==> src/rtl/regfile_pkg.sv <==
////////////////////////////////////////////////////////////////////////////
// Shared geometry and types for the banked 512x32 register file.
// Modules pull these in with a wildcard import in their headers.
////////////////////////////////////////////////////////////////////////////

`default_nettype none

package regfile_pkg;

   // one stored word
   parameter int WORD_W = 32;

   // word address bits 1:0 pick the bank, the rest pick the row
   parameter int NUM_BANKS  = 4;
   parameter int BANK_SEL_W = 2;
   parameter int ROW_W      = 7;
   parameter int ADDR_W     = ROW_W + BANK_SEL_W;

   typedef logic [WORD_W-1:0]     word_t;
   typedef logic [ADDR_W-1:0]     addr_t;
   typedef logic [ROW_W-1:0]      row_t;
   typedef logic [BANK_SEL_W-1:0] bank_sel_t;

   // wide read port, word at the requested address in lane 0
   typedef logic [NUM_BANKS*WORD_W-1:0] rd0_data_t;

   // narrow read port, two words
   typedef logic [2*WORD_W-1:0] rd1_data_t;

endpackage

`default_nettype wire

==> src/rtl/wr_lane_steer.sv <==
////////////////////////////////////////////////////////////////////////////
// Steers one write port onto the four banks. Combinational only.
// NUM_LANES is 4 for the wide port and 2 for the narrow one.
////////////////////////////////////////////////////////////////////////////

`timescale 1ns/1ps
`default_nettype none

module wr_lane_steer
   import regfile_pkg::*;
#(
   parameter int NUM_LANES = 4
)
(
   input  addr_t                               wr_addr,
   input  logic [NUM_LANES-1:0]                wr_en,
   input  logic [NUM_LANES-1:0][WORD_W-1:0]    wr_data,

   output logic [NUM_BANKS-1:0]                bank_en,
   output word_t [NUM_BANKS-1:0]               bank_data,
   output row_t                                bank_row
);

   logic legal;

   // legal requests are 1, 2 or 4 words starting at lane 0,
   // with the address aligned to the word count
   always_comb
   begin
      legal = (wr_en == '0);
      for (int c = 1; c <= NUM_LANES; c = c * 2)
      begin
         if ((wr_en == NUM_LANES'((1 << c) - 1)) &&
             ((wr_addr[BANK_SEL_W-1:0] & BANK_SEL_W'(c - 1)) == '0))
         begin
            legal = 1'b1;
         end
      end
   end

   // aligned requests never cross a row, so one row serves all banks
   assign bank_row = wr_addr[ADDR_W-1:BANK_SEL_W];

   always_comb
   begin
      bank_sel_t lane_bank;

      bank_en   = '0;
      bank_data = '0;
      lane_bank = '0;
      if (legal)
      begin
         for (int k = 0; k < NUM_LANES; k++)
         begin
            lane_bank = bank_sel_t'(wr_addr[BANK_SEL_W-1:0] + k);
            if (wr_en[k])
            begin
               bank_en[lane_bank]   = 1'b1;
               bank_data[lane_bank] = wr_data[k];
            end
         end
      end
   end

endmodule

`default_nettype wire

==> config.mk <==
export PLATFORM = sky130hd
export DESIGN_NAME = wr_lane_steer
export DESIGN_NICKNAME = d
export VERILOG_FILES = /design/src/rtl/regfile_pkg.sv /design/src/rtl/wr_lane_steer.sv
export SDC_FILE = /design/constraint.sdc
export NUM_CORES = 1
export LEC_CHECK = 0
export ABC_AREA = 1
export BUFFER_PORTS_ARGS = -buffer_cell sky130_fd_sc_hd__buf_2
export CAP_MARGIN = 15
export CORE_AREA = 2 2 127 142
export DETAILED_ROUTE_END_ITERATION = 12
export DIE_AREA = 0 0 129 144
export GPL_TIMING_DRIVEN = 0
export PLACE_DENSITY = 0.61
export SETUP_SLACK_MARGIN = 0.02
export SYNTH_ARGS = -nofsm -noshare
export SYNTH_HDL_FRONTEND = slang
export SYNTH_SLANG_ARGS = --single-unit
==> constraint.sdc <==
create_clock -name vclk -period 3.4
set_input_delay 0.68 -clock vclk [all_inputs]
set_output_delay 0.68 -clock vclk [all_outputs]
set_load 0.1 [all_outputs]
==> metrics <==
DRT Pass-1 Iters 6; footprint of the multi-input gates between 0.004 and 0.005 mm^2; crit-path cells buf_4 -> nor2_8 -> nand2_2 -> clkinv_1 -> nand2_1 -> nand2_1 -> inv_2 -> buf_2 -> a21oi_1 -> clkbuf_4; Vias/cell between 5 and 6; top sig layer met4; most frequent cells in the layout 319 x buf_2, 267 x nand2_1, 234 x nor2_1; Worst Path Arrival ~2.7 ns; DRT met1 WL 12500 um; met3 WL post-DR around 4300 um; Non-Filler Instances about 1800; Crit Path Category input pin to output pin; Power Dens Cells ~170 mW/mm^2; Die ar. ~0.019 mm^2; Initial Util about a third; Cell Area, Synth just under 0.006 mm^2; setup_tns 0 ns; Placer Congestion 0.992; Crit. End Element output pin; post-route ant nets 0; final instance area 0.00768 mm^2; hold_sp wr_addr[2]; worst rel slew slack 54.5%; delay-heaviest family, CP buffers and inverters; CP max FO 10; vias in the first global route 9184; DRC Markers 0; placed cell count between 1500 and 2000; placed cell area 0.00763 mm^2; post-synthesis net count about 1400; number of DRC markers in iteration 0 approximately 1300; Startpoint Class input pin; Routed WL ~34000 um; Worst EP required ~2.7 ns; share of layout cells above drive strength 1 25.7%; HP Class input pin to output pin; Overflow after GRT 0; yosys warns 0; Worst Max-Slew Pin Slew approximately 0.68 ns; Final min period between 3 and 4 ns; Final setup viols 0; max-slew violation count 0; most common cell after layout, fill and taps aside buf_2; initial antenna violation count 2; Die Span Y 144 um; PortBufs around 270; worst vdd ir approximately 0.078 mV; Gate Count Post-Synth roughly 1300; # clk buffers 0; setup bufs post-CTS 0; vias 10300; Register Area 0 um^2; Final Cycle Share a little over nine tenths; CORE AREA roughly 0.017 mm^2; worst hold path depth 2; Top Ports between 200 and 300; cell mode on critical path nand2_1; GR Util All Layers about 34%; site row count 51; Hold Path End bank_row[0]; synthesized area per cell about 4.5 um^2; RSZ-0062 raised after global routing yes; outcome finished clean; drt wl/cell between 15 and 20 um; largest net degree at the start of global routing 11; fmax roughly 0.30 GHz; first-pass GRT wire length between 50000 and 60000 um; Synth cell types 20; width of the chip around 130 um; FFs & Latches 0; Hold Fails Final Rpt 0; Max Cap Viol 0; nets between 1500 and 2000; wire length on met2 15200 um; Crit-path slowest cell clkbuf_4; register area share after synthesis 0%; fill count 2026; hpwl dp ~25000 um; leak pwr 0.00417 uW; Worst path max stage delay just over 0.4 ns; Bufs and invs on worst path 5; area added between synthesis and finish 30.1%
-- power by group --
part,switching [uW],internal (uW),leakage [uW],total (uW)
sequential,0,0,0,0
clock,0,0.000197,0.0000000317,0.000197
combinational,994,292,0.00417,1290
total,994,292,0.00417,1290
-- stage by stage --
stage	power, uW	worst slack (ns)	hold slack, ns	utilization (%)
6_report	1290	0.0583	1.74	44.4
5_1_grt	1360	0.0112	1.75	44.4
4_1_cts	1250	0.0624	1.74	44.1
3_5_place_dp	1250	0.0728	1.74	44.1
3_3_place_gp	1240	0.0849	1.74	44.1
2_1_floorplan	879	-0.332	1.57	-
-- repair_timing --
item,in CTS,in global routing
hold buffers,0,0
resized for setup,0,19
endpoints found under the setup margin,0,18
-- logic make-up after synthesis --
kind of cell	count (synthesis)	share of synthesized area (%)
AOI/OAI and AO/OA	134	11.4
buffers and inverters	274	20.6
and+or+nand+nor	896	68.1
-- area by class of cell --
cell class,instances,share of cell area [%]
multi-input combinational,1030,62.0
timing repair buffer,271,18.1
buffer,136,9.12
inverter,138,6.74
tap,238,3.88
antenna,5,0.163
-- worst max path at each step --
stage          cells past startpoint  slack [ns]  startpoint       endpoint
6_report                          10        0.06  wr_addr[1]  bank_data[85]
5_1_grt                           10        0.01  wr_addr[1]  bank_data[85]
4_1_cts                           10        0.06  wr_addr[1]  bank_data[85]
3_5_place_dp                      10        0.07  wr_addr[1]  bank_data[85]
3_3_place_gp                      10        0.08  wr_addr[1]  bank_data[85]
2_1_floorplan                      9       -0.33  wr_addr[1]  bank_data[90]
-- routing by layer --
metal | vias up | GRT usage [%]
li1 | 4832 | -
met1 | 4479 | 43.4
met2 | 816 | 56.3
met3 | 127 | 5.73
met4 | 0 | 14.8
met5 | - | 0
-- synth_stat cells --
master	number	share of area, %
o21ai_0	4	0.34
nor2_8	1	0.34
nand3_1	194	16
clkinv_1	1	0.064
nor2_1	264	17
a21oi_1	130	11
buf_2	61	5.2
nor2_2	3	0.32
buf_1	12	0.76
inv_2	5	0.32
inv_1	132	8.4
buf_6	3	0.57
nand2_1	267	17
buf_4	23	2.9
nor3_1	35	3.0
nand4_1	128	14
nand3_2	1	0.17
nand2_2	2	0.21
nand3_4	1	0.30
clkbuf_1	37	2.4
Power figures use the tool's default switching activity.
