--- src/rtl/regfile_pkg.sv ---
////////////////////////////////////////////////////////////////////////////
// Shared geometry and types for the banked 512x32 register file.
// Modules pull these in with a wildcard import in their headers.
////////////////////////////////////////////////////////////////////////////

`default_nettype none

package regfile_pkg;

   // one stored word
   parameter int WORD_W = 32;

   // word address bits 1:0 pick the bank, the rest pick the row
   parameter int NUM_BANKS  = 4;
   parameter int BANK_SEL_W = 2;
   parameter int ROW_W      = 7;
   parameter int ADDR_W     = ROW_W + BANK_SEL_W;

   typedef logic [WORD_W-1:0]     word_t;
   typedef logic [ADDR_W-1:0]     addr_t;
   typedef logic [ROW_W-1:0]      row_t;
   typedef logic [BANK_SEL_W-1:0] bank_sel_t;

   // wide read port, word at the requested address in lane 0
   typedef logic [NUM_BANKS*WORD_W-1:0] rd0_data_t;

   // narrow read port, two words
   typedef logic [2*WORD_W-1:0] rd1_data_t;

endpackage

`default_nettype wire

--- src/rtl/rd_lane_align.sv ---
////////////////////////////////////////////////////////////////////////////
// Read side of one port: spreads the address over the banks and puts the
// returned words back in address order. Reads wrap at the top of memory.
////////////////////////////////////////////////////////////////////////////

`timescale 1ns/1ps
`default_nettype none

module rd_lane_align
   import regfile_pkg::*;
#(
   parameter int NUM_LANES = 4
)
(
   input  logic                        clk,
   input  logic                        rst_n,

   input  addr_t                       rd_addr,
   output row_t [NUM_BANKS-1:0]        bank_row,

   input  word_t [NUM_BANKS-1:0]       bank_data,
   output word_t [NUM_LANES-1:0]       rd_data
);

   // bank offset of the read in flight
   bank_sel_t rd_ofs;

   // word rd_addr+k lives in bank (rd_addr+k) mod 4;
   // banks not needed by this port just read the base row
   always_comb
   begin
      addr_t lane_addr;

      lane_addr = rd_addr;
      for (int b = 0; b < NUM_BANKS; b++)
      begin
         bank_row[b] = rd_addr[ADDR_W-1:BANK_SEL_W];
      end
      for (int k = 0; k < NUM_LANES; k++)
      begin
         lane_addr = rd_addr + addr_t'(k);
         bank_row[lane_addr[BANK_SEL_W-1:0]] = lane_addr[ADDR_W-1:BANK_SEL_W];
      end
   end

   // sampled on the same edge as the bank read
   always_ff @(posedge clk)
   begin
      if (!rst_n)
      begin
         rd_ofs <= '0;
      end
      else
      begin
         rd_ofs <= rd_addr[BANK_SEL_W-1:0];
      end
   end

   // rotate bank words so that lane 0 holds word rd_addr
   always_comb
   begin
      bank_sel_t src_bank;

      src_bank = rd_ofs;
      for (int k = 0; k < NUM_LANES; k++)
      begin
         src_bank   = bank_sel_t'(rd_ofs + k);
         rd_data[k] = bank_data[src_bank];
      end
   end

endmodule

`default_nettype wire

--- config.mk ---
export PLATFORM = sky130hd
export DESIGN_NAME = rd_lane_align
export DESIGN_NICKNAME = d
export VERILOG_FILES = /design/src/rtl/regfile_pkg.sv /design/src/rtl/rd_lane_align.sv
export SDC_FILE = /design/constraint.sdc
export NUM_CORES = 1
export LEC_CHECK = 0
export ABC_AREA = 0
export BUFFER_PORTS_ARGS = -buffer_cell sky130_fd_sc_hd__buf_2
export CAP_MARGIN = 30
export CELL_PAD_IN_SITES_DETAIL_PLACEMENT = 1
export CELL_PAD_IN_SITES_GLOBAL_PLACEMENT = 2
export CORE_MARGIN = 5
export CORE_UTILIZATION = 22
export CTS_CLUSTER_SIZE = 14
export DETAILED_ROUTE_END_ITERATION = 7
export PLACE_DENSITY_LB_ADDON = 0.15
export SLEW_MARGIN = 20
export SYNTH_ARGS = -nofsm -noshare
export SYNTH_HDL_FRONTEND = slang
export SYNTH_SLANG_ARGS = --single-unit
--- constraint.sdc ---
create_clock -name clk -period 1.35 [get_ports clk]
set_input_delay 0.2025 -clock clk [delete_from_list [all_inputs] [get_ports clk]]
set_output_delay 0.2025 -clock clk [all_outputs]
set_load 0.01 [all_outputs]
==> results of run 1 <==
-- final timing paths --
check                     end  slack (ns)  cells past startpoint
setup / recovery  rd_data[43]       -0.47                      4
hold / removal      rd_ofs[0]        0.24                      2
-- cell usage in the layout, fill, tap and decap left out, drive strengths merged, types with 2 or more instances in the layout --
master  netlist  final
buf          37    371
mux4        128    128
xnor2        13     13
xor2          9      9
clkbuf        4      8
nand2         6      6
nor2          6      6
a21oi         4      4
nand3         3      3
nand4         3      3
nor2b         2      2
and4          2      2
and2          2      2
ha            2      2
dfxtp         2      2
inv           2      2
o21ai         2      2
nor3          2      2
-- timing repair --
action,in CTS,in global routing
cloned,7,6
pin swaps,12,13
setup buffers,13,12
setup endpoints to repair,148,145
gates resized for setup,84,100
-- logic make-up (layout without fill, tap and decap cells) --
group                      Yosys count  after routing  share of synthesized area
AOI/OAI and AO/OA                   11             11                     0.0191
xor gates and xnor gates            22             22                     0.0517
adders and majority gates            2              2                    0.00672
buffers and inverters               43            382                     0.0883
DFF                                  2              2                     0.0107
muxes                              129            129                      0.777
and+or+nand+nor                     30             30                     0.0464
-- worst max-delay path, stage by stage (launching register included) --
cell	delay, ns
dfxtp_4	0.42
buf_12	0.15
clkbuf_16	0.16
mux4_2	0.51
buf_2	0.16
-- metrics by stage --
step	worst slack [ns]	util	TNS, ns
detailed placement	-0.260	0.337	-26.92
floorplan	-0.0238	-	-2.01
global route	-0.534	0.424	-59.70
CTS	-0.490	0.385	-55.39
finish	-0.471	0.424	-52.81
global placement	-0.246	0.337	-26.68
-- cell type report --
| cell class | instances | area share |
|---|---|---|
| multi-input combinational | 194 | 0.503 |
| inverter | 2 | 0.00178 |
| timing repair buffer | 377 | 0.438 |
| clock buffer | 3 | 0.0107 |
| tap | 220 | 0.0392 |
| sequential | 2 | 0.00676 |
-- routing by layer --
layer,vias up,wire [um],track usage,share of wire
met4,2,74,0.00918,0.0044
met3,8,1490,0.0504,0.088
li1,1783,-,-,-
met1,2107,5990,0.176,0.36
met2,201,9300,0.298,0.55
met5,-,7,0,0.00042
-- power by group through the flow --
stage	registers, mW	logic [mW]	clock network [mW]
after floorplan	0.0669	1.33	0
after global placement	0.0716	2.25	0
after detailed placement	0.0714	2.27	0
after CTS	0.0699	2.62	0.451
after global routing	0.0707	3.10	0.461
final	0.0699	2.91	0.441
==> run metrics, run 1 <==
vias per inst=5.14; # fillers=1797; hpwl dp=13.1 mm; synthesized area=0.00372 mm2; die height=140 um; fin crit share=1.35; GR Overflow Total=0; clk root buf=clkbuf_16; status=finished with violations; Final #Nets=721; Syn Nets=380; Max VDD drop=0.000315 V; fmax=549 MHz; maxcap violations=0; initial antenna violation count=1; Seq/Total Area, Yosys=0.0107; Power Density=486 mW/mm2; Final Hold Viols=0; slew of the pin with the lowest slew margin=0.248 ns; # port buffers=294; Setup violations, final=130; clock sinks=2; drc violations=0; Reg with most FFs=rd_ofs; Crit. End Element=output port; share of layout cells above drive strength 1=0.929; via count=4101; first-iteration detailed-routing DRC count=104; Final ANT Viol Nets=0; sw frac=0.374; largest net degree at the start of global routing=33; first-pass GRT wire length=24.9 mm; die area=0.0196 mm2; Comb power frac=0.851; GRT Total Usage=0.156; Placed Cells=760; minimum clock period=1.82 ns; Post-synth EDFFs=0; Static Leakage=2.91 nW; vias in the first global route=4396; setup slack after layout=-0.471 ns; FF+latch count, synth=2; final hold slack=0.237 ns; Rows=47; CP Data Arrival Time=1.62 ns; starting density of the core=0.225; Setup CP Type=flop to output port; dominant cell type by area after synthesis=mux4_2; clk slew on worst S/H paths=0.03 ns; failing checks=setup timing; Avg Inst Size Synth=15.6 um2; Core Area=0.0166 mm2; Hold Startpoint=rst_n; worst setup path startpoint=rd_ofs[0]; Clk pwr share=0.129; Die X-Extent=140 um; register share of total power=0.020; per-cell routed wire length=21.1 um; total CTS buffers=3; most common cell in the synthesized netlist=mux4_2; Synth top area share=0.774; cts-stage hold buffer count=0; total power=3.42 mW; Multi-input gate area=0.00354 mm2; worst path required time=1.15 ns; Reg area=47.5 um2; Area growth syn-to-layout=88.7%; Synth Flop Type=dfxtp_1; placed cell area=0.00560 mm2; I/O Pins=295; YS warnings=0; fin. max-slew vios=0; Synth area leaders=mux4_2, buf_6, buf_4; Yosys cell types=31; Int Pwr=2.14 mW; routed wire length=16.9 mm; clock buffer depth=2; gpl congestion=0.834; ys async rst share=0; Inserted Diodes=0; unrepaired setup endpoints after global routing=yes; largest registers=rd_ofs: 2 flops; slew margin rel.=0.833; P_sw=1.28 mW; Final Cell Area=0.00703 mm2; CTS tree=built; Tightest Hold Check Type=primary input to flop; Non-Filler Instances=798; Mapped Cells=239; startpoint types=flop; 1st-pass router iterations=4; crit path max fanout=8; Post-synth top cells=mux4_2, buf_4, buf_6, xnor2_1, xor2_1; max FFs per register=2; H-tree depth reported by CTS=1
Note: power is estimated with default switching activity, not from simulation.
==> run 2, diff against run 1 <==
--- a/config.mk
+++ b/config.mk
@@ -15,6 +15,8 @@
 export CTS_CLUSTER_SIZE = 14
 export DETAILED_ROUTE_END_ITERATION = 7
 export PLACE_DENSITY_LB_ADDON = 0.15
+export SKIP_CTS_REPAIR_TIMING = 1
+export SKIP_LAST_GASP = 1
 export SLEW_MARGIN = 20
 export SYNTH_ARGS = -nofsm -noshare
 export SYNTH_HDL_FRONTEND = slang
==> run 2 against run 1 <==
Effect of this change: the flow still finishes with violations (setup timing); non-clock buffer count is 8 higher; global-route usage fell by 1.2 points; clock-buffer cell count unchanged; critical path depth unchanged; via count rose by 1.3%; design area up 1.8%; first-iteration DRC count grew 27%; fmax down 1.0%; worst hold slack worse by 0.0010 ns; sequential share of layout area barely moved; critical path type unchanged.
==> run metrics, run 2 (synthesis gave the netlist of run 1 again) <==
status=finished with violations; failing checks=setup timing; Reg with most FFs=rd_ofs; Static Leakage=2.97 nW; starting density of the core=0.225; Final Util=0.431; P_sw=1.30 mW; slew margin rel.=0.839; final hold slack=0.236 ns; Setup violations, final=132; Power Density=484 mW/mm2; via count=4153; clk root buf=clkbuf_16; minimum clock period=1.84 ns; # fillers=1794; Core Area=0.0166 mm2; Setup CP Type=flop to output port; largest net degree at the start of global routing=36; Final Cell Area=0.00716 mm2; fin. max-slew vios=0; Final ANT Viol Nets=0; largest registers=rd_ofs: 2 flops; leading cell type in the layout, fill and taps excluded=buf_2; I/O Pins=295; # port buffers=294; fin crit share=1.36; clock buffer depth=2; placed cell area=0.00560 mm2; vias per inst=5.15; Comb power frac=0.852; Max VDD drop=0.000305 V; die height=140 um; crit path max fanout=12; die area=0.0196 mm2; Reg area=47.5 um2; first-pass GRT wire length=23.3 mm; commonest cells after routing, fill and taps aside=buf_2, mux4_2, buf_6; Hold Path Cell Cnt=2; Clk pwr share=0.127; clk slew on worst S/H paths=0.03 ns; worst path required time=1.15 ns; startpoint types=flop; Final #Nets=729; CP Data Arrival Time=1.64 ns; H-tree depth reported by CTS=1; Die X-Extent=140 um; total CTS buffers=3; setup slack after layout=-0.490 ns; maxcap violations=0; clock sinks=2; register share of total power=0.020; unrepaired setup endpoints after global routing=yes; Multi-input gate area=0.00351 mm2; first-iteration detailed-routing DRC count=132; vias in the first global route=4225; 1st-pass router iterations=4; share of layout cells above drive strength 1=0.927; GR Overflow Total=0; GRT Total Usage=0.143; routed wire length=17.8 mm; Rows=47; Inserted Diodes=0; sw frac=0.375; Tightest Hold Check Type=primary input to flop; Final Hold Viols=0; initial antenna violation count=1; slew of the pin with the lowest slew margin=0.239 ns; worst setup path startpoint=rd_ofs[0]; fmax=544 MHz; critical path capture point=rd_data[27]; hpwl dp=13.1 mm; drc violations=0; pre-CTS setup slack=-0.260 ns; max FFs per register=2; Crit. End Element=output port; Int Pwr=2.16 mW; gpl congestion=0.834; Area growth syn-to-layout=92.1%; per-cell routed wire length=22.1 um; CTS tree=built
run 2: cell count changes in the layout (fill, tap and decap cells not counted), sizes merged:
cell / before / now
bufbuf: 1 / 0
clkbuf: 8 / 21
buf: 371 / 367
clkinv: 0 / 1
inv: 2 / 1
run 2: critical path: stages (launching register included):
cell and delay (ns):
dfxtp_4 0.39, buf_12 0.16, clkbuf_16 0.18, mux4_2 0.52
buf_2 0.16
run 2: stage by stage:
stage,std cells,TNS [ns],power (mW)
finish,806,-54.00,3.46
global route,806,-59.41,3.66
CTS,763,-57.47,2.80
detailed placement,760,-26.92,2.34
global placement,760,-26.68,2.32
floorplan,239,-2.01,1.40
run 2: metal layers:
metal | up-vias | track usage | part of all wire
met5 | - | 0 | 0.00039
met4 | 2 | 0.00918 | 0.0016
met3 | 4 | 0.0481 | 0.079
met2 | 192 | 0.274 | 0.55
met1 | 2146 | 0.162 | 0.37
li1 | 1809 | - | -
run 2: power by group through the flow:
stage	registers (mW)	logic [mW]	clock network, mW
2_1_floorplan	0.0669	1.33	0
3_3_place_gp	0.0716	2.25	0
3_5_place_dp	0.0714	2.27	0
4_1_cts	0.0709	2.28	0.451
5_1_grt	0.0715	3.13	0.457
6_report	0.0707	2.95	0.440
run 2: final cells by class:
type	count	share of cell area
Timing Repair Buffer	385	0.451
Tap cell	220	0.0385
Clock buffer	3	0.0105
Sequential cell	2	0.00664
Multi-Input combinational cell	194	0.491
Inverter	2	0.00280
run 2: how the worst min path moves through the flow:
| stage | to | from |
|---|---|---|
| 5_1_grt | rd_ofs[0] | rst_n |
| 2_1_floorplan | rd_ofs[0] | rst_n |
| 6_report | rd_ofs[0] | rst_n |
| 3_5_place_dp | rd_ofs[1] | rst_n |
| 3_3_place_gp | rd_ofs[1] | rst_n |
| 4_1_cts | rd_ofs[0] | rst_n |
==> run 3, diff against run 2 <==
--- a/config.mk
+++ b/config.mk
@@ -10,7 +10,6 @@
 export CAP_MARGIN = 30
 export CELL_PAD_IN_SITES_DETAIL_PLACEMENT = 1
 export CELL_PAD_IN_SITES_GLOBAL_PLACEMENT = 2
-export CORE_MARGIN = 5
 export CORE_UTILIZATION = 22
 export CTS_CLUSTER_SIZE = 14
 export DETAILED_ROUTE_END_ITERATION = 7
==> run 3 against run 2 <==
Effect of this change: global-route usage up 0.61 points; setup slack improved by 0.054 ns; clock-buffer cell count did not move; the run still ends with setup timing left; die area decreased by 11%; routed wire length is 17% lower; power decreased by 13%; critical endpoint is now rd_data[43]; clock power hardly changed; sequential power down 3.1%; critical path depth unchanged; largest cell class unchanged; first-iteration DRC count fell by 30%; combinational power is 15% lower; critical path type unchanged.
==> run metrics, run 3 (synthesis gave the netlist of run 1 again) <==
placed cell area=0.00568 mm2; largest registers=rd_ofs: 2 flops; maxcap violations=0; via count=4034; routed wire length=14.8 mm; die area=0.0175 mm2; Rows=47; sw frac=0.387; Largest delay share family, worst path=multiplexers; fin. max-slew vios=0; gpl congestion=0.799; total power=3.03 mW; total CTS buffers=3; crit path max fanout=17; clock buffer depth=2; minimum clock period=1.79 ns; Tightest Hold Check Type=primary input to flop; per-cell routed wire length=18.7 um; Final Hold Viols=0; first-iteration detailed-routing DRC count=92; largest net degree at the start of global routing=34; Max VDD drop=0.000294 V; clk slew on worst S/H paths=0.03 ns; leading cell type in the layout, fill and taps excluded=buf_2; Setup violations, final=130; CP Data Arrival Time=1.58 ns; register share of total power=0.023; H-tree depth reported by CTS=1; status=finished with violations; Setup CP Type=flop to output port; unrepaired setup endpoints after global routing=yes; Multi-input gate area=0.00347 mm2; # port buffers=294; 1st-pass router iterations=4; die height=132 um; commonest cells after routing, fill and taps aside=buf_2, mux4_2, buf_4; slowest stage cell, crit path=mux4_2; setup slack after layout=-0.436 ns; GR Overflow Total=0; worst path required time=1.15 ns; GRT Total Usage=0.150; critical path's largest stage delay=0.52 ns; final hold slack=0.213 ns; Core Area=0.0166 mm2; Int Pwr=1.86 mW; share of layout cells above drive strength 1=0.918; Crit. End Element=output port; Reg with most FFs=rd_ofs; Die X-Extent=132 um; vias in the first global route=3980; initial antenna violation count=0; max FFs per register=2; Reg area=47.5 um2; Inserted Diodes=0; Area growth syn-to-layout=73.0%; Static Leakage=2.70 nW; slew margin rel.=0.849; Final #Nets=715; worst path cell trace=buf_12 -> buf_16 -> mux4_2 -> buf_2; Power Density=470 mW/mm2; CP bufs+invs=3; CTS tree=built; fin crit share=1.32; # fillers=1869; first-pass GRT wire length=21.4 mm; slew of the pin with the lowest slew margin=0.225 ns; Clk pwr share=0.145; hpwl dp=11.8 mm; Comb power frac=0.832; I/O Pins=295; startpoint types=flop; clock sinks=2; failing checks=setup timing; P_sw=1.17 mW; vias per inst=5.09; Final ANT Viol Nets=0; drc violations=0; starting density of the core=0.225; fmax=560 MHz; clk root buf=clkbuf_16; Final Cell Area=0.00644 mm2
==> run 3: final timing paths <==
check                 cells past startpoint     endpoint       from
worst max-delay path                      4  rd_data[43]  rd_ofs[0]
worst min-delay path                      2    rd_ofs[1]      rst_n
==> run 3: power by group through the flow <==
stage,clock (mW),sequential (mW),combinational [mW]
final,0.440,0.0685,2.52
after CTS,0.446,0.0695,2.28
after floorplan,0,0.0669,1.33
after global routing,0.458,0.0691,2.69
after global placement,0,0.0702,2.25
after detailed placement,0,0.0702,2.27
==> run 3: layer usage <==
layer,global-route usage,wire (um),part of all wire,vias up
met3,0.0431,1230,0.083,10
met5,0,0,0,-
met4,0.0194,129,0.0087,0
met1,0.173,5650,0.38,2065
li1,-,-,-,1774
met2,0.278,7830,0.53,185
==> run 3: cell type report <==
cell class              instances  share of cell area
repair buffers                371               0.396
flip-flops and latches          2             0.00738
clock buffers                   3              0.0117
well taps                     220              0.0427
inverters                       2             0.00311
multi-input cells             194               0.539
==> run 3: metrics by stage <==
step | instances | util | TNS [ns] | setup WS (ns)
floorplan | 239 | - | -2.01 | -0.0238
global placement | 759 | 0.342 | -21.95 | -0.205
detailed placement | 759 | 0.342 | -23.36 | -0.217
CTS | 762 | 0.347 | -53.28 | -0.451
global route | 792 | 0.388 | -55.72 | -0.483
finish | 792 | 0.388 | -49.49 | -0.436
